$ cat config.mk
export PLATFORM = sky130hd
export DESIGN_NAME = tsop_solver
export DESIGN_NICKNAME = d
export VERILOG_FILES = /design/src/design/tsop_pkg.sv /design/src/design/tsop_mac_unit.sv /design/src/design/tsop_operand_decoder.sv /design/src/design/tsop_result_stage.sv /design/src/design/tsop_solver.sv
export SDC_FILE = /design/constraint.sdc
export NUM_CORES = 1
export LEC_CHECK = 0
export BUFFER_PORTS_ARGS = -buffer_cell sky130_fd_sc_hd__buf_2
export CELL_PAD_IN_SITES_DETAIL_PLACEMENT = 0
export CELL_PAD_IN_SITES_GLOBAL_PLACEMENT = 2
export CORE_UTILIZATION = 47
export DETAILED_ROUTE_END_ITERATION = 16
export GPL_ROUTABILITY_DRIVEN = 1
export MAX_ROUTING_LAYER = met4
export PLACE_DENSITY = 0.95
export SLEW_MARGIN = 20
export SYNTH_ARGS = -nofsm -noshare
export SYNTH_HDL_FRONTEND = slang
export SYNTH_HIERARCHICAL = 1
export SYNTH_SLANG_ARGS = --single-unit
$ cat constraint.sdc
create_clock -name clk -period 16.11 [get_ports clk]
set_clock_uncertainty 0.15 [all_clocks]
set_input_delay 2.4165 -clock clk [delete_from_list [all_inputs] [get_ports clk]]
set_output_delay 2.4165 -clock clk [all_outputs]
set_load 0.01 [all_outputs]
$ cat src/design/tsop_pkg.sv
`default_nettype none

package tsop_pkg;

	////////////////////
	// Widths
	////////////////////

	// Width of every request operand a, b, c and x
	localparam int operand_width = 8;

	// Width of a result, wide enough for a long sum of 16-bit products
	localparam int result_width = 25;

	////////////////////
	// Enums
	////////////////////

	// Which problem a request or a result belongs to
	typedef enum logic {
		mode_sum_of_products = 1'b0,
		mode_trinomial       = 1'b1
	} solve_mode_e;

	// Operations understood by the MAC unit
	// The two trinomial steps are (a*x + b) into the feedback register and
	// then (feedback*x + c) into the result
	typedef enum logic [1:0] {
		op_mul_add_input    = 2'b00,
		op_mul_add_feedback = 2'b01,
		op_sop_first        = 2'b10,
		op_sop_next         = 2'b11
	} mac_opcode_e;

	////////////////////
	// Structs
	////////////////////

	// One request beat as seen on the input handshake
	typedef struct packed {
		logic signed [operand_width-1:0] a;
		logic signed [operand_width-1:0] b;
		logic signed [operand_width-1:0] c;
		logic signed [operand_width-1:0] x;
		solve_mode_e                     mode;
		logic                            last;
	} request_beat_t;

	// One operation passed from the decoder to the MAC unit
	// The final flag marks the operation whose write-back completes a result
	typedef struct packed {
		mac_opcode_e                     opcode;
		logic signed [operand_width-1:0] multiplicand;
		logic signed [operand_width-1:0] multiplier;
		logic signed [operand_width-1:0] addend;
		logic                            final_op;
	} mac_op_t;

	// One finished result with the mode it came from
	typedef struct packed {
		logic signed [result_width-1:0] value;
		solve_mode_e                    mode;
	} result_t;

endpackage

`default_nettype wire

$ cat src/design/tsop_mac_unit.sv
`timescale 1ns/1ps
`default_nettype none

module tsop_mac_unit #(
	parameter int mul_stages = 2
) (
	input  logic              clk,
	input  logic              reset,
	input  logic              op_valid,
	input  tsop_pkg::mac_op_t op,
	output logic              op_ready,
	output logic              res_valid,
	output tsop_pkg::result_t res,
	input  logic              res_ready
);

	localparam int rw = tsop_pkg::result_width;
	localparam int ow = tsop_pkg::operand_width;

	// What one pipeline stage carries besides its valid bit
	typedef struct packed {
		tsop_pkg::mac_opcode_e opcode;
		logic                  final_op;
		logic signed [rw-1:0]  product;
		logic signed [ow-1:0]  addend;
	} stage_t;

	// Stages 0 to mul_stages-1 are the multiplier, stage mul_stages is write-back
	stage_t               stage_q [mul_stages+1];
	logic [mul_stages:0]  stage_valid_q;

	logic signed [rw-1:0]    feedback_q;
	logic signed [rw-1:0]    acc_q;
	logic                    pending_q;

	logic signed [rw-1:0]    mcand;
	logic signed [rw+ow-1:0] product_full;
	logic signed [rw-1:0]    addend_ext;
	logic signed [rw-1:0]    wb_value;
	stage_t                  wb;
	logic                    advance;
	logic                    issue;
	logic                    retire;

	assign wb = stage_q[mul_stages];

	////////////////////
	// Issue and stall
	////////////////////

	// The pipeline only freezes when a finished result cannot leave
	assign advance = !(stage_valid_q[mul_stages] && wb.final_op && !res_ready);

	// The feedback step waits until the input step has loaded the feedback register
	assign op_ready = advance &&
		!(op.opcode == tsop_pkg::op_mul_add_feedback && pending_q);

	assign issue  = op_valid && op_ready;
	assign retire = stage_valid_q[mul_stages] && advance;

	////////////////////
	// Multiplier
	////////////////////

	always_comb begin
		if (op.opcode == tsop_pkg::op_mul_add_feedback) begin
			mcand = feedback_q;
		end else begin
			mcand = op.multiplicand;
		end
		product_full = mcand * op.multiplier;
	end

	////////////////////
	// Write-back
	////////////////////

	assign addend_ext = wb.addend;

	always_comb begin
		case (wb.opcode)
			tsop_pkg::op_mul_add_input:    wb_value = wb.product + addend_ext;
			tsop_pkg::op_mul_add_feedback: wb_value = wb.product + addend_ext;
			tsop_pkg::op_sop_first:        wb_value = wb.product;
			default:                       wb_value = acc_q + wb.product;
		endcase
	end

	// Only the operation that completes a request is handed on
	assign res_valid = stage_valid_q[mul_stages] && wb.final_op;
	assign res.value = wb_value;
	assign res.mode  = (wb.opcode == tsop_pkg::op_mul_add_feedback) ?
		tsop_pkg::mode_trinomial : tsop_pkg::mode_sum_of_products;

	////////////////////
	// Control
	////////////////////

	always_ff @(posedge clk or posedge reset) begin
		if (reset) begin
			stage_valid_q <= '0;
			pending_q     <= 1'b0;
		end else begin
			if (advance) begin
				stage_valid_q <= {stage_valid_q[mul_stages-1:0], issue};
			end
			// At most one input step is in flight, so set and clear never meet
			if (issue && op.opcode == tsop_pkg::op_mul_add_input) begin
				pending_q <= 1'b1;
			end else if (retire && wb.opcode == tsop_pkg::op_mul_add_input) begin
				pending_q <= 1'b0;
			end
		end
	end

	////////////////////
	// Datapath
	////////////////////

	always_ff @(posedge clk) begin
		if (advance) begin
			// Products wrap modulo 2^25 like the accumulator
			stage_q[0].opcode   <= op.opcode;
			stage_q[0].final_op <= op.final_op;
			stage_q[0].product  <= product_full[rw-1:0];
			stage_q[0].addend   <= op.addend;
			for (int i = 1; i <= mul_stages; i++) begin
				stage_q[i] <= stage_q[i-1];
			end
		end
	end

	always_ff @(posedge clk) begin
		if (retire) begin
			case (wb.opcode)
				tsop_pkg::op_mul_add_input: feedback_q <= wb_value;
				tsop_pkg::op_sop_first:     acc_q      <= wb_value;
				tsop_pkg::op_sop_next:      acc_q      <= wb_value;
				default: begin
					// The feedback step leaves both registers alone
				end
			endcase
		end
	end

endmodule

`default_nettype wire

$ cat src/design/tsop_operand_decoder.sv
`timescale 1ns/1ps
`default_nettype none

module tsop_operand_decoder (
	input  logic                    clk,
	input  logic                    reset,
	input  logic                    in_valid,
	input  tsop_pkg::request_beat_t in_beat,
	output logic                    in_ready,
	output logic                    op_valid,
	output tsop_pkg::mac_op_t       op,
	input  logic                    op_ready
);

	// Idle holds no operation, the two issue states hold one on op
	typedef enum logic [1:0] {
		idle,
		issue_first,
		issue_feedback
	} dec_state_e;

	dec_state_e state_q;

	// Goes high on the first cycle after reset and then stays high
	logic started_q;

	// High while a sum-of-products run has taken beats but not its last one
	logic sop_active_q;

	tsop_pkg::mac_op_t                         op_q;
	tsop_pkg::mac_op_t                         load_op;
	logic signed [tsop_pkg::operand_width-1:0] c_q;

	logic accept;
	logic promote;

	////////////////////
	// Handshakes
	////////////////////

	// A held sum-of-products operation can be replaced in the cycle it leaves
	// An input step is always followed by its feedback step first
	assign in_ready = started_q && ((state_q == idle) ||
		(state_q == issue_first && op_ready && op_q.opcode != tsop_pkg::op_mul_add_input));

	assign accept   = in_valid && in_ready;
	assign op_valid = (state_q != idle);
	assign op       = op_q;

	// The input step has gone to the MAC unit, so the feedback step comes next
	assign promote  = (state_q == issue_first) && op_ready &&
		(op_q.opcode == tsop_pkg::op_mul_add_input);

	////////////////////
	// Beat expansion
	////////////////////

	always_comb begin
		load_op.multiplicand = in_beat.a;
		load_op.multiplier   = in_beat.x;
		if (in_beat.mode == tsop_pkg::mode_trinomial) begin
			// First Horner step a*x + b, the result goes to the feedback register
			load_op.opcode   = tsop_pkg::op_mul_add_input;
			load_op.addend   = in_beat.b;
			load_op.final_op = 1'b0;
		end else begin
			// Only a and x matter for a sum of products
			load_op.opcode   = sop_active_q ? tsop_pkg::op_sop_next : tsop_pkg::op_sop_first;
			load_op.addend   = '0;
			load_op.final_op = in_beat.last;
		end
	end

	////////////////////
	// Control
	////////////////////

	always_ff @(posedge clk or posedge reset) begin
		if (reset) begin
			state_q      <= idle;
			started_q    <= 1'b0;
			sop_active_q <= 1'b0;
		end else begin
			started_q <= 1'b1;
			if (accept && in_beat.mode == tsop_pkg::mode_sum_of_products) begin
				sop_active_q <= !in_beat.last;
			end
			case (state_q)
				idle: begin
					if (accept) begin
						state_q <= issue_first;
					end
				end
				issue_first: begin
					if (promote) begin
						state_q <= issue_feedback;
					end else if (op_ready && !accept) begin
						state_q <= idle;
					end
				end
				issue_feedback: begin
					// The MAC unit takes this only after the input step wrote back
					if (op_ready) begin
						state_q <= idle;
					end
				end
				default: begin
					state_q <= idle;
				end
			endcase
		end
	end

	// Operation payload, loaded from a beat or turned into the feedback step
	always_ff @(posedge clk) begin
		if (accept) begin
			op_q <= load_op;
			c_q  <= in_beat.c;
		end else if (promote) begin
			// The multiplicand comes from the feedback register in the MAC unit
			op_q.opcode       <= tsop_pkg::op_mul_add_feedback;
			op_q.multiplicand <= '0;
			op_q.addend       <= c_q;
			op_q.final_op     <= 1'b1;
		end
	end

endmodule

`default_nettype wire

$ cat src/design/tsop_result_stage.sv
`timescale 1ns/1ps
`default_nettype none

module tsop_result_stage (
	input  logic              clk,
	input  logic              reset,
	input  logic              res_valid,
	input  tsop_pkg::result_t res,
	output logic              res_ready,
	output logic              out_valid,
	output tsop_pkg::result_t out_result,
	input  logic              out_ready
);

	// Two entries cover one result in flight plus one late stall
	tsop_pkg::result_t mem_q [2];

	logic       wr_ptr_q;
	logic       rd_ptr_q;
	logic [1:0] count_q;
	logic       push;
	logic       pop;

	////////////////////
	// Handshakes
	////////////////////

	assign res_ready  = (count_q != 2'd2);
	assign out_valid  = (count_q != 2'd0);
	assign out_result = mem_q[rd_ptr_q];

	assign push = res_valid && res_ready;
	assign pop  = out_valid && out_ready;

	////////////////////
	// Pointers and count
	////////////////////

	always_ff @(posedge clk or posedge reset) begin
		if (reset) begin
			wr_ptr_q <= 1'b0;
			rd_ptr_q <= 1'b0;
			count_q  <= 2'd0;
		end else begin
			if (push) begin
				wr_ptr_q <= !wr_ptr_q;
			end
			if (pop) begin
				rd_ptr_q <= !rd_ptr_q;
			end
			// Push and pop together keep the count where it is
			if (push && !pop) begin
				count_q <= count_q + 2'd1;
			end else if (pop && !push) begin
				count_q <= count_q - 2'd1;
			end
		end
	end

	always_ff @(posedge clk) begin
		if (push) begin
			mem_q[wr_ptr_q] <= res;
		end
	end

endmodule

`default_nettype wire

$ cat src/design/tsop_solver.sv
`timescale 1ns/1ps
`default_nettype none

module tsop_solver #(
	parameter int mul_stages = 2
) (
	input  logic                    clk,
	input  logic                    reset,
	input  logic                    in_valid,
	input  tsop_pkg::request_beat_t in_beat,
	output logic                    in_ready,
	output logic                    out_valid,
	output tsop_pkg::result_t       out_result,
	input  logic                    out_ready
);

	// Decoder to MAC unit
	logic              op_valid;
	tsop_pkg::mac_op_t op;
	logic              op_ready;

	// MAC unit to result stage
	logic              res_valid;
	tsop_pkg::result_t res;
	logic              res_ready;

	////////////////////
	// Decode
	////////////////////

	tsop_operand_decoder decoder0 (
		.clk      (clk),
		.reset    (reset),
		.in_valid (in_valid),
		.in_beat  (in_beat),
		.in_ready (in_ready),
		.op_valid (op_valid),
		.op       (op),
		.op_ready (op_ready)
	);

	////////////////////
	// Execute
	////////////////////

	tsop_mac_unit #(
		.mul_stages (mul_stages)
	) mac0 (
		.clk       (clk),
		.reset     (reset),
		.op_valid  (op_valid),
		.op        (op),
		.op_ready  (op_ready),
		.res_valid (res_valid),
		.res       (res),
		.res_ready (res_ready)
	);

	////////////////////
	// Result
	////////////////////

	tsop_result_stage result0 (
		.clk        (clk),
		.reset      (reset),
		.res_valid  (res_valid),
		.res        (res),
		.res_ready  (res_ready),
		.out_valid  (out_valid),
		.out_result (out_result),
		.out_ready  (out_ready)
	);

endmodule

`default_nettype wire

# [Word-level counts from Yosys, hierarchy flattened]
# Memories as Yosys holds them, arrays and structs flattened.
# Index checks and enable logic that the tools add are counted.
[word_totals] latch_bits=0 rom_bits=0 wordCells=99 ramBits=160 n_memories=2 in_bits=38 out_inout_bits=28 ff_bits=97
[memory_table] memory="mac0.stage_q" depth=3 width=36 read_ports=3 rd_clocked_by_memory_dff=0 write_ports=3 line="tsop_mac_unit.sv:29" rtl="stage_t stage_q [mul_stages+1];"
[memory_table] memory="result0.mem_q" depth=2 width=26 read_ports=1 rd_clocked_by_memory_dff=0 write_ports=1 line="tsop_result_stage.sv:16" rtl="tsop_pkg::result_t mem_q [2];"
[op_classes] n_reduce_logical=43 n_bitwise=1 muxes=22 n_lt_le_gt_ge=0 n_div=0 shift=0 addsub=4 n_mul=1 eq_ne=10
[op_table] operator="25-bit one-hot mux with 2 select lines" count=1
[op_table] operator="9-bit two-way mux" count=3
[op_table] operator="25-bit adder" count=1
[op_table] operator="25-bit by 8-bit adder with 25-bit output" count=1
[op_table] operator="25-bit by 8-bit multiplier with 25-bit output" count=1
[op_table] operator="25-bit two-way mux" count=1
[op_table] operator="10-bit two-way mux" count=2
[op_table] operator="1-bit logical AND" count=19
[op_table] operator="2-bit two-way mux" count=7
[op_table] operator="2-bit nonzero test" count=6
[op_table] operator="1-bit logical NOT" count=9
[op_table] operator="1-bit two-way mux" count=7
[op_table] operator="2-bit by 1-bit equality test with 1-bit output, second input constant" count=3
[op_table] operator="2-bit equality test, second input constant" count=3
[op_table] operator="2-bit logical NOT" count=3
[op_table] operator="2-bit one-hot mux with 3 select lines" count=1
[op_table] operator="2-bit by 1-bit != test with 1-bit output, second input constant" count=2
[op_table] operator="2-bit AND reduction" count=2
[op_table] operator="2-bit OR reduction" count=2
[op_table] operator="3-bit by 2-bit != test with 1-bit output, second input constant" count=1
[op_table] operator="3-bit AND reduction" count=1
[op_table] operator="2-bit by 1-bit adder with 2-bit output, second input constant" count=1
[op_table] operator="2-bit != test, second input constant" count=1
[op_table] operator="2-bit by 1-bit subtractor with 2-bit output, second input constant" count=1
[op_table] operator="2 further kinds" count=2

# [Longest topological paths before layout]
# Gate-level depths: netlist (run 1).
[logic_depth] word_depth=15 depth_mapped=25 mapped_depth_nobuf=22

# [Cells and area by module]
# Netlist (run 1), hierarchy kept.
[modules_own_cells] mod="tsop_mac_unit" instances=1 seq_area_each_um2=4844.6 cells_each=1109 area_per_inst_um2=12179.2
[modules_own_cells] mod="tsop_result_stage" instances=1 seq_area_each_um2=1661.6 cells_each=100 area_per_inst_um2=2174.6
[modules_own_cells] mod="tsop_operand_decoder" instances=1 seq_area_each_um2=1151.1 cells_each=98 area_per_inst_um2=1527.7

# [Worst setup path before layout (run 1)]
# Ideal clock, no wire load.
[synth_path] kind="reg-to-reg" start="register decoder0.op_q (netlist bit decoder0/op[25])" end="memory mac0/stage_q[0][32] (netlist bit), data pin" period_less_slack_ns=6.039 arrival_time_ns=5.629 slack_ns=10.071 path_stages_with_launch=23 setup_ns=0.260 path_buffers=3 required_ns=15.700 path_cell_list="edfxtp_1 > nor2b_1 > clkbuf_1 > buf_2 > buf_2 > o21ai_1 > o21bai_1 > fa_1 > fa_1 > inv_1 > fa_1 > inv_1 > fa_1 > inv_1 > ha_1 > o21ai_0 > a21bo_2 > a211oi_1 > o211ai_1 > a41oi_1 > nand4_1 > a31o_2 > xnor2_1"
[synth_rtl] item="start: declaration" line="tsop_operand_decoder.sv:30" rtl="tsop_pkg::mac_op_t op_q;"
[synth_rtl] item="start signal: assignment" line="tsop_operand_decoder.sv:117" rtl="op_q <= load_op;"
[synth_rtl] item="end: declaration" line="tsop_mac_unit.sv:29"

==> results.cfg, run 1 <==
[cells_and_area]
seq_area_mm2 = 0.00766
multi_input_area_mm2 = 0.00735
num-fill-cells = 2898
area_growth_pct = 10.5
mostFrequentLayoutCells = 245 x edfxtp_1, 180 x inv_1, 116 x fa_1, 114 x nand2_1, 78 x nor2b_1
nets = 1607
final_common_cell = edfxtp_1
diodes = 0
drive_gt1_frac = 0.129

[placed_design]
place_congestion = 0.892
io_buffers = 65
hpwl_um = 23300

[clock_tree]
cts_resized = 0
clk_pin_slew_ns = 0.07
htreeDepth = 1
cts.path.max_buffers = 3
clock_latency_ns = 0.55
cts_root_buf = clkbuf_16
cts_made_buffers = 28
cts.sinks = 257
hold_buffers = 0
cts_tree = built
cts_setup_buffers = 0

[min_path]
hold_end = mac0/stage_q[0][93]
hold_depth = 0
hold_start = mac0/stage_q[0][57]
hold_class = flip-flop to flip-flop

[sta]
worstMarginPinSlew_ns = 0.923
finalHoldViolations = 0
rsz0062_at_grt = false
tns_ns = 0
fin_crit_sh = 0.409
finalSetupViolations = 0
max_freq_ghz = 0.152
slew_viol_final = 0
relSlewSlack = 0.385
period_minus_slack_ns = 6.59

[route]
viasPerCell = 5.10
first_pass_iters = 5
routed_wl_um = 32000
postRouteAntennaNets = 0
wl_per_cell_um = 17.4
drc = 0
via_count = 9379
drt-initial-drc-count = 701

[worst_setup_path]
crit_slowest_cell = mux2i_1
regToRegEndpoint = mac0/stage_q[0][32]
path_class = flip-flop to flip-flop
setup.worst_path.end_class = flip-flop
cp_data_arrival_time_ns = 6.74
cp.required_ns = 16.25
r2r_slack_ns = 9.52
startpoint_type = flip-flop
r2r_start = decoder0/op[25]
path_cells = nor2b_2 -> buf_4 -> mux2i_1 -> nand2b_1 -> fa_1 -> fa_1 -> inv_1 -> fa_1 -> inv_1 -> fa_1 -> inv_1 -> ha_1 -> o21ai_0 -> a21bo_2 -> a211oi_1 -> o211ai_1 -> a41oi_1 -> nand4_1 -> a31o_2 -> xnor2_1
crit_path_max_incr_delay_ns = 0.65
r2r_cells = 20
critPathMaxFanout = 28
cp_common_cell = fa_1

[global_route]
gr-total-overflow = 0
antenna_found_initial = 0
grt_max_degree = 73
track_usage = 0.203
grt_pass1_vias = 9697
grt_pass1_wl_um = 52000

[synth]
yosysSeqAreaShare = 0.482
synth.cell_area_mm2 = 0.0159
synth_seq_cells = 257
synth_area_leader_cell = edfxtp_1
syn_avg_cell_area_um2 = 12.2
synth_top_flop_cell = edfxtp_1
synth_edf_count = 245
synth_top_area_share = 0.463
synth.area.top_cells = edfxtp_1 46%, fa_1 15%, ha_1 6.1%, inv_1 4.3%, nor2b_1 3.1%
yosysUniqueCellTypes = 67
ys_warn_count = 6
synthArstFlopShare = 0.0467
syn_nets = 1538
syn_inst = 1307

[job]
drv_cap = 0

[die]
start_util = 0.483
ios = 66
coreArea_mm2 = 0.0329
die_height_um = 186
rows = 66
die_w_um = 186
dieArea_mm2 = 0.0345

[status]
status = finished clean
## synth_stat cells, drive strengths merged (5+ instances only)
library cell / n
or2: 7
nor2b: 79
nand3: 5
and3: 5
nand2b: 27
nor2: 70
xor2: 21
xnor2: 33
inv: 181
edfxtp: 245
dfrtp: 12
o21bai: 6
a21oi: 55
ha: 77
a21o: 31
buf: 10
fa: 116
nand2: 114
clkbuf: 28
a31oi: 5
o21ai: 37
o21a: 6
mux2: 34
mux2i: 16
and2: 38
a211oi: 9
## worst max-delay path: cells and delay by family (launching register included)
family,cells,cell delay [ns]
DFF,1,0.47
AOI/OAI and AO/OA,6,1.60
xor gates and xnor gates,1,0.11
muxes,1,0.65
adders and majority gates,5,2.26
and+or+nand+nor,3,0.57
buffers and inverters,4,0.51
## logic make-up after synthesis
kind of cell             share of synthesized area
AO/OA/AOI/OAI                               0.0717
XOR/XNOR                                    0.0298
adder cells (fa/ha/maj)                      0.207
buffers and inverters                       0.0566
flip-flops                                   0.482
multiplexers                                0.0387
other                                     0.000236
AND/OR/NAND/NOR                              0.114
## stage by stage
| stage | util | setup slack (ns) | cell area, um2 | instances | hold WS, ns |
|---|---|---|---|---|---|
| 2_1_floorplan | - | 10.07 | 15900 | 1307 | 0.250 |
| 3_3_place_gp | 0.507 | 9.23 | 16700 | 1788 | 0.251 |
| 3_5_place_dp | 0.507 | 9.15 | 16700 | 1788 | 0.255 |
| 4_1_cts | 0.534 | 9.14 | 17500 | 1840 | 0.260 |
| 5_1_grt | 0.534 | 9.02 | 17600 | 1840 | 0.266 |
| 6_report | 0.534 | 9.52 | 17600 | 1840 | 0.259 |
## cell type report
| type | instances | area share |
|---|---|---|
| flip-flops and latches | 257 | 0.436 |
| multi-input cells | 831 | 0.419 |
| clock buffers | 33 | 0.0410 |
| inverters | 181 | 0.0389 |
| well taps | 442 | 0.0315 |
| repair buffers | 77 | 0.0237 |
| clock inverters | 19 | 0.00984 |
## per-layer routing
metal / share of wire / GRT usage / vias to the layer above
met4: 0.026 / 0.0574 / 0
met3: 0.054 / 0.0202 / 50
met2: 0.45 / 0.317 / 231
li1: - / - / 4510
met1: 0.47 / 0.284 / 4588
met5: 0 / - / -
## worst max path at each step
stage                                from             endpoint
after floorplan           decoder0/op[25]  mac0/stage_q[0][32]
after global placement    decoder0/op[25]  mac0/stage_q[0][32]
after detailed placement  decoder0/op[25]  mac0/stage_q[0][32]
after CTS                 decoder0/op[25]  mac0/stage_q[0][32]
after global routing      decoder0/op[25]  mac0/stage_q[0][32]
final                     decoder0/op[25]  mac0/stage_q[0][32]
## state kept, by name, summed over array words and instances (netlist names)
register,flops
mac0/stage_q,108
result0/mem_q,52
decoder0/op,27
mac0/acc_q,25
mac0/feedback_q,25
decoder0/c_q,8
mac0/stage_valid_q,3
decoder0/state_q,2
result0/count_q,2
decoder0/sop_active_q,1
decoder0/started_q,1
mac0/pending_q,1
result0/rd_ptr_q,1
result0/wr_ptr_q,1
Power of run 1 is left out: the tool's default activity adds up to more than one toggle a clock period on the data nets, which glitch-free logic cannot reach.
==> run 2, diff against run 1 <==
- ABC_AREA: default -> 1
- CORE_UTILIZATION: 47 -> 38
- PLACE_DENSITY: 0.95 -> 0.89
- clock period: 16.11 -> 5.6 ns (I/O delays scaled with it)
==> results.cfg, run 2 <==
[status]
status = finished clean

[route]
routed_wl_um = 39200
drc = 0
via_count = 10939
postRouteAntennaNets = 0
wl_per_cell_um = 17.5
drt-initial-drc-count = 625
first_pass_iters = 5
viasPerCell = 4.87

[die]
dieArea_mm2 = 0.0437
coreArea_mm2 = 0.0421
ios = 66
rows = 75
die_w_um = 209
die_height_um = 209
start_util = 0.387

[clock_tree]
cts_tree = built
cts_made_buffers = 27
clock_latency_ns = 0.55
cts_root_buf = clkbuf_16
cts.path.max_buffers = 3
htreeDepth = 1
clk_pin_slew_ns = 0.06
cts.sinks = 257
hold_buffers = 0

[cells_and_area]
seq_area_mm2 = 0.00766
diodes = 0
max_flop_register = mac0/stage_q
area_growth_pct = 12.2
mostFrequentLayoutCells = 290 x nand2_1, 267 x inv_1, 245 x edfxtp_1, 219 x nor2_1, 116 x fa_1
largest_reg_flops = 108
final_common_cell = nand2_1
nets = 1916
final_cell_area_mm2 = 0.0183
num-fill-cells = 3998
drive_gt1_frac = 0.132
multi_input_area_mm2 = 0.00751

[synth]
synth_top_flop_cell = edfxtp_1
syn_avg_cell_area_um2 = 10.2
syn_inst = 1593
synthTopCellsByCount = 291 x nand2_1, 268 x inv_1, 245 x edfxtp_1
synth_top_family_by_area = adder cells
synth_xor_xnor_area_share = 0.0156
synthSimpleGateAreaFrac = 0.164
synthArstFlopShare = 0.0467
synthMostInstantiatedCell = nand2_1
ys_warn_count = 6
yosysUniqueCellTypes = 52
synth.area.top_cells = edfxtp_1 45%, fa_1 14%, nand2_1 6.7%, inv_1 6.2%, ha_1 5.9%
synthMuxAreaShare = 0.0227
synth-compound-area-share = 0.0511
yosysSeqAreaShare = 0.470
synth.cell_area_mm2 = 0.0163
synth_top_area_share = 0.452
synth_adder_area_share = 0.202
syn_nets = 1824
synth_seq_cells = 257
synth_area_leader_cell = edfxtp_1
synth_edf_count = 245

[sta]
fin_crit_sh = 0.965
tns_ns = 0
worstMarginPinSlew_ns = 1.06
rsz0062_at_grt = false
period_minus_slack_ns = 5.40
finalSetupViolations = 0
slew_viol_final = 0
max_freq_ghz = 0.185
relSlewSlack = 0.292
finalHoldViolations = 0

[placed_design]
dpl_cell_area_mm2 = 0.0174
hpwl_um = 30500
place_congestion = 0.901
io_buffers = 65

[worst_setup_path]
cp_data_arrival_time_ns = 5.55
path_class = flip-flop to flip-flop
r2r_cells = 17
critPathMaxFanout = 25
r2r_slack_ns = 0.20
setup.worst_path.end_class = flip-flop
regToRegEndpoint = mac0/stage_q[0][29]
r2r_start = decoder0/op[25]
cp.required_ns = 5.74
startpoint_type = flip-flop

[global_route]
use_met3 = 0.0149
busiest_layer = met2
antenna_found_initial = 0
use_met1 = 0.254
grt_max_degree = 83
use_met2 = 0.322
grt_pass1_vias = 11383
track_usage = 0.192
gr-total-overflow = 0
grt_pass1_wl_um = 63100

[min_path]
hold_class = input port to async pin

[job]
drv_cap = 0
## run 2: per-layer routing
metal / wire [um] / vias to the layer above / share of wire
met5: 0 / - / 0
met4: 822 / 0 / 0.021
met2: 19200 / 210 / 0.49
li1: - / 5333 / -
met3: 1370 / 47 / 0.035
met1: 17800 / 5349 / 0.45
## run 2: what timing repair did
item                                    in CTS  in global routing
endpoints found under the setup margin       0                 13
gates resized for setup                      0                 19
endpoints found under the hold margin        0                  0
setup buffers                                0                  1
## run 2: worst max-delay path by stage
stage / to / cells after the start / startpoint
after floorplan: mac0/feedback_q[0] / 6 / result0/count_q[0]
after global placement: mac0/stage_q[0][29] / 16 / decoder0/op[25]
after detailed placement: mac0/stage_q[0][29] / 19 / decoder0/op[26]
after CTS: mac0/stage_q[0][24] / 18 / decoder0/op[26]
after global routing: mac0/stage_q[0][32] / 23 / decoder0/op[25]
final: mac0/stage_q[0][29] / 17 / decoder0/op[25]
## run 2: critical path, cell delays in order, from the launching register on
cell and delay [ns]:
edfxtp_1 0.48, nand2_8 0.24, buf_4 0.19, o21ai_1 0.09, or2_2 0.30, fa_1 0.55
inv_1 0.06, fa_1 0.51, fa_1 0.51, inv_1 0.05, fa_1 0.48, inv_1 0.05
ha_1 0.39, nand2_1 0.16, nor4_2 0.40, o21ai_0 0.25, nand3_1 0.20, xor2_1 0.09
## run 2: kinds of logic after synthesis
group / count (synthesis)
mux: 27
other cells: 1
buf+inv: 308
compound gates: 143
simple gates: 635
fa+ha+maj: 193
xor+xnor: 29
flops: 257
## run 2: final cells by class
| cell class | instances | share of cell area |
|---|---|---|
| inverter | 273 | 0.0562 |
| sequential | 257 | 0.419 |
| tap | 539 | 0.0369 |
| timing repair buffer | 97 | 0.0316 |
| multi-input combinational | 1029 | 0.411 |
| clock buffer | 34 | 0.0384 |
| clock inverter | 16 | 0.00732 |
## run 2: stage by stage
| step | setup slack (ns) | cells | hold WS (ns) | util |
|---|---|---|---|---|
| after global routing | 0.0171 | 2245 | 0.0807 | 0.434 |
| after global placement | 0.0870 | 2193 | 0.252 | 0.412 |
| after CTS | 0.0682 | 2243 | 0.0721 | 0.432 |
| final | 0.198 | 2245 | 0.0885 | 0.434 |
| after floorplan | 0.217 | 1593 | 0.250 | - |
| after detailed placement | 0.0988 | 2193 | 0.255 | 0.412 |
Power of run 2 is left out for the same reason.
==> run 3, diff against run 2 <==
- ABC_AREA: 1 -> default
- CORE_UTILIZATION: 38 -> 39
- PLACE_DENSITY: 0.89 -> 0.87
- SYNTH_HIERARCHICAL: 1 -> default
==> results.cfg, run 3 <==
[status]
status = finished clean

[synth]
yosysUniqueCellTypes = 53
synthArstFlopShare = 0.0467
synth_seq_cells = 257
synth_top_flop_cell = edfxtp_1
syn_nets = 1534
synthMostInstantiatedCell = edfxtp_1
ys_warn_count = 0
yosysSeqAreaShare = 0.489
syn_inst = 1303
synth.cell_area_mm2 = 0.0157
syn_avg_cell_area_um2 = 12.0
synth_area_leader_cell = edfxtp_1
synth_top_area_share = 0.470
synth_edf_count = 245
synthTopCellsByCount = 245 x edfxtp_1, 184 x inv_1, 137 x nor2b_1
synth.area.top_cells = edfxtp_1 47%, fa_1 15%, ha_1 6.2%, nor2b_1 5.5%, inv_1 4.4%

[placed_design]
place_congestion = 0.880
placed_cells = 1902
io_buffers = 65
hpwl_um = 23700

[route]
drc = 0
drt-initial-drc-count = 621
wl_per_cell_um = 16.4
postRouteAntennaNets = 0
routed_wl_um = 32000
viasPerCell = 4.78
first_pass_iters = 5
via_count = 9366

[cells_and_area]
largest_reg_flops = 108
num-fill-cells = 3612
diodes = 0
area_growth_pct = 14.6
drive_gt1_frac = 0.162
nets = 1646
final_cells = 1959
seq_area_mm2 = 0.00766
fin_util = 0.453
max_flop_register = mac0.stage_q
multi_input_area_mm2 = 0.00733
final_common_cell = edfxtp_1
mostFrequentLayoutCells = 245 x edfxtp_1, 184 x inv_1, 132 x nor2b_1, 114 x fa_1, 98 x nand2_1

[worst_setup_path]
regToRegEndpoint = mac0.stage_q[0][32]
crit_end = mac0.stage_q[0][32]
setup.worst_path.start = decoder0.op[26]
cp_common_cell = fa_1
crit_slowest_cell = fa_1
crit_path_max_incr_delay_ns = 0.52
startpoint_type = flip-flop
critPathMaxFanout = 8
setup.worst_path.end_class = flip-flop
cp.required_ns = 5.73
path_cells = nor2b_4 -> buf_12 -> a21oi_1 -> buf_4 -> nand2b_1 -> fa_1 -> inv_1 -> fa_1 -> fa_1 -> inv_1 -> fa_1 -> inv_1 -> ha_1 -> a21oi_2 -> nor2_1 -> o211ai_1 -> nand2_1 -> nor2_2 -> a21oi_2 -> o41ai_2 -> o211ai_1 -> xnor2_1
cp_data_arrival_time_ns = 5.54
r2r_slack_ns = 0.19
r2r_cells = 22
r2r_start = decoder0.op[26]
path_class = flip-flop to flip-flop

[job]
drv_cap = 0

[die]
rows = 73
die_height_um = 202
dieArea_mm2 = 0.0410
die_w_um = 202
ios = 66
start_util = 0.395
coreArea_mm2 = 0.0396

[clock_tree]
cts_tree = built
cts.sinks = 257
clock_latency_ns = 0.53
cts_root_buf = clkbuf_16
htreeDepth = 1
clk_pin_slew_ns = 0.06
hold_buffers = 0
cts.path.max_buffers = 3
cts_made_buffers = 26

[sta]
finalHoldViolations = 0
holdWs_ns = 0.181
relSlewSlack = 0.335
finalSetupViolations = 0
rsz0062_at_grt = true
max_freq_ghz = 0.185
fin_crit_sh = 0.966
worstMarginPinSlew_ns = 0.997
slew_viol_final = 0
period_minus_slack_ns = 5.41

[global_route]
grt_max_degree = 77
grt_pass1_vias = 9640
antenna_found_initial = 0
track_usage = 0.165
gr-total-overflow = 0
grt_pass1_wl_um = 51800

[min_path]
hold_class = input port to async pin
==> run 3: cell types whose count changed in the layout (fill, tap and decap cells not counted), moves of 19 or more <==
cell and change:
buf_4 +22, inv_1 -83, mux2_2 +27, nand2_1 -192, nand2b_1 +28, nand3_1 -43, nor2_1 -176, nor2b_1 +132
xnor2_1 +19
==> run 3: cell type report <==
class / count / area share
clock buffers: 35 / 0.0393
clock inverters: 12 / 0.00572
inverters: 184 / 0.0385
multi-input cells: 824 / 0.409
flip-flops and latches: 257 / 0.427
well taps: 525 / 0.0366
repair buffers: 122 / 0.0446
==> run 3: repair_timing <==
action | CTS | global route
resized for setup | 0 | 39
hold endpoints to repair | 0 | 0
buffers inserted | 0 | 9
setup endpoints to repair | 0 | 10
==> run 3: how the worst min path moves through the flow <==
stage                                 to  slack, ns
floorplan             mac0.stage_q[0][0]       0.25
global placement     mac0.stage_q[0][52]       0.25
detailed placement  mac0.stage_q[0][104]       0.25
CTS                     result0.rd_ptr_q       0.20
global route            result0.rd_ptr_q       0.23
finish                  result0.rd_ptr_q       0.18
==> run 3: worst max-delay path, delay by kind of cell (launching register included) <==
family                     cells  cell delay [ns]
AOI/OAI and AO/OA              6             0.96
xor gates and xnor gates       1             0.14
adders and majority gates      5             2.21
buffers and inverters          5             0.49
DFF                            1             0.43
and+or+nand+nor                5             0.78
==> run 3: cell families after synthesis <==
| family | synth area share |
|---|---|
| other | 0.000240 |
| and+or+nand+nor | 0.127 |
| adders and majority gates | 0.210 |
| buffers and inverters | 0.0534 |
| xor gates and xnor gates | 0.0285 |
| muxes | 0.0316 |
| AOI/OAI and AO/OA | 0.0607 |
| DFF | 0.489 |
==> run 3: metrics by stage <==
step	TNS, ns	setup slack, ns	area [um2]
floorplan	0	0.0214	15700
detailed placement	0	0.0332	16900
global route	-0.0882	-0.0594	17900
CTS	0	0.0187	17700
global placement	0	0.0922	16900
finish	0	0.191	17900
==> run 3: layer usage <==
layer  global-route usage  vias up  wire length [um]
met2                0.258      140             14800
met1                0.235     4622             15700
li1                     -     4575                 -
met5                    -        -                 0
met3               0.0158       29              1150
met4               0.0293        0               353
Power of run 3 is left out for the same reason.
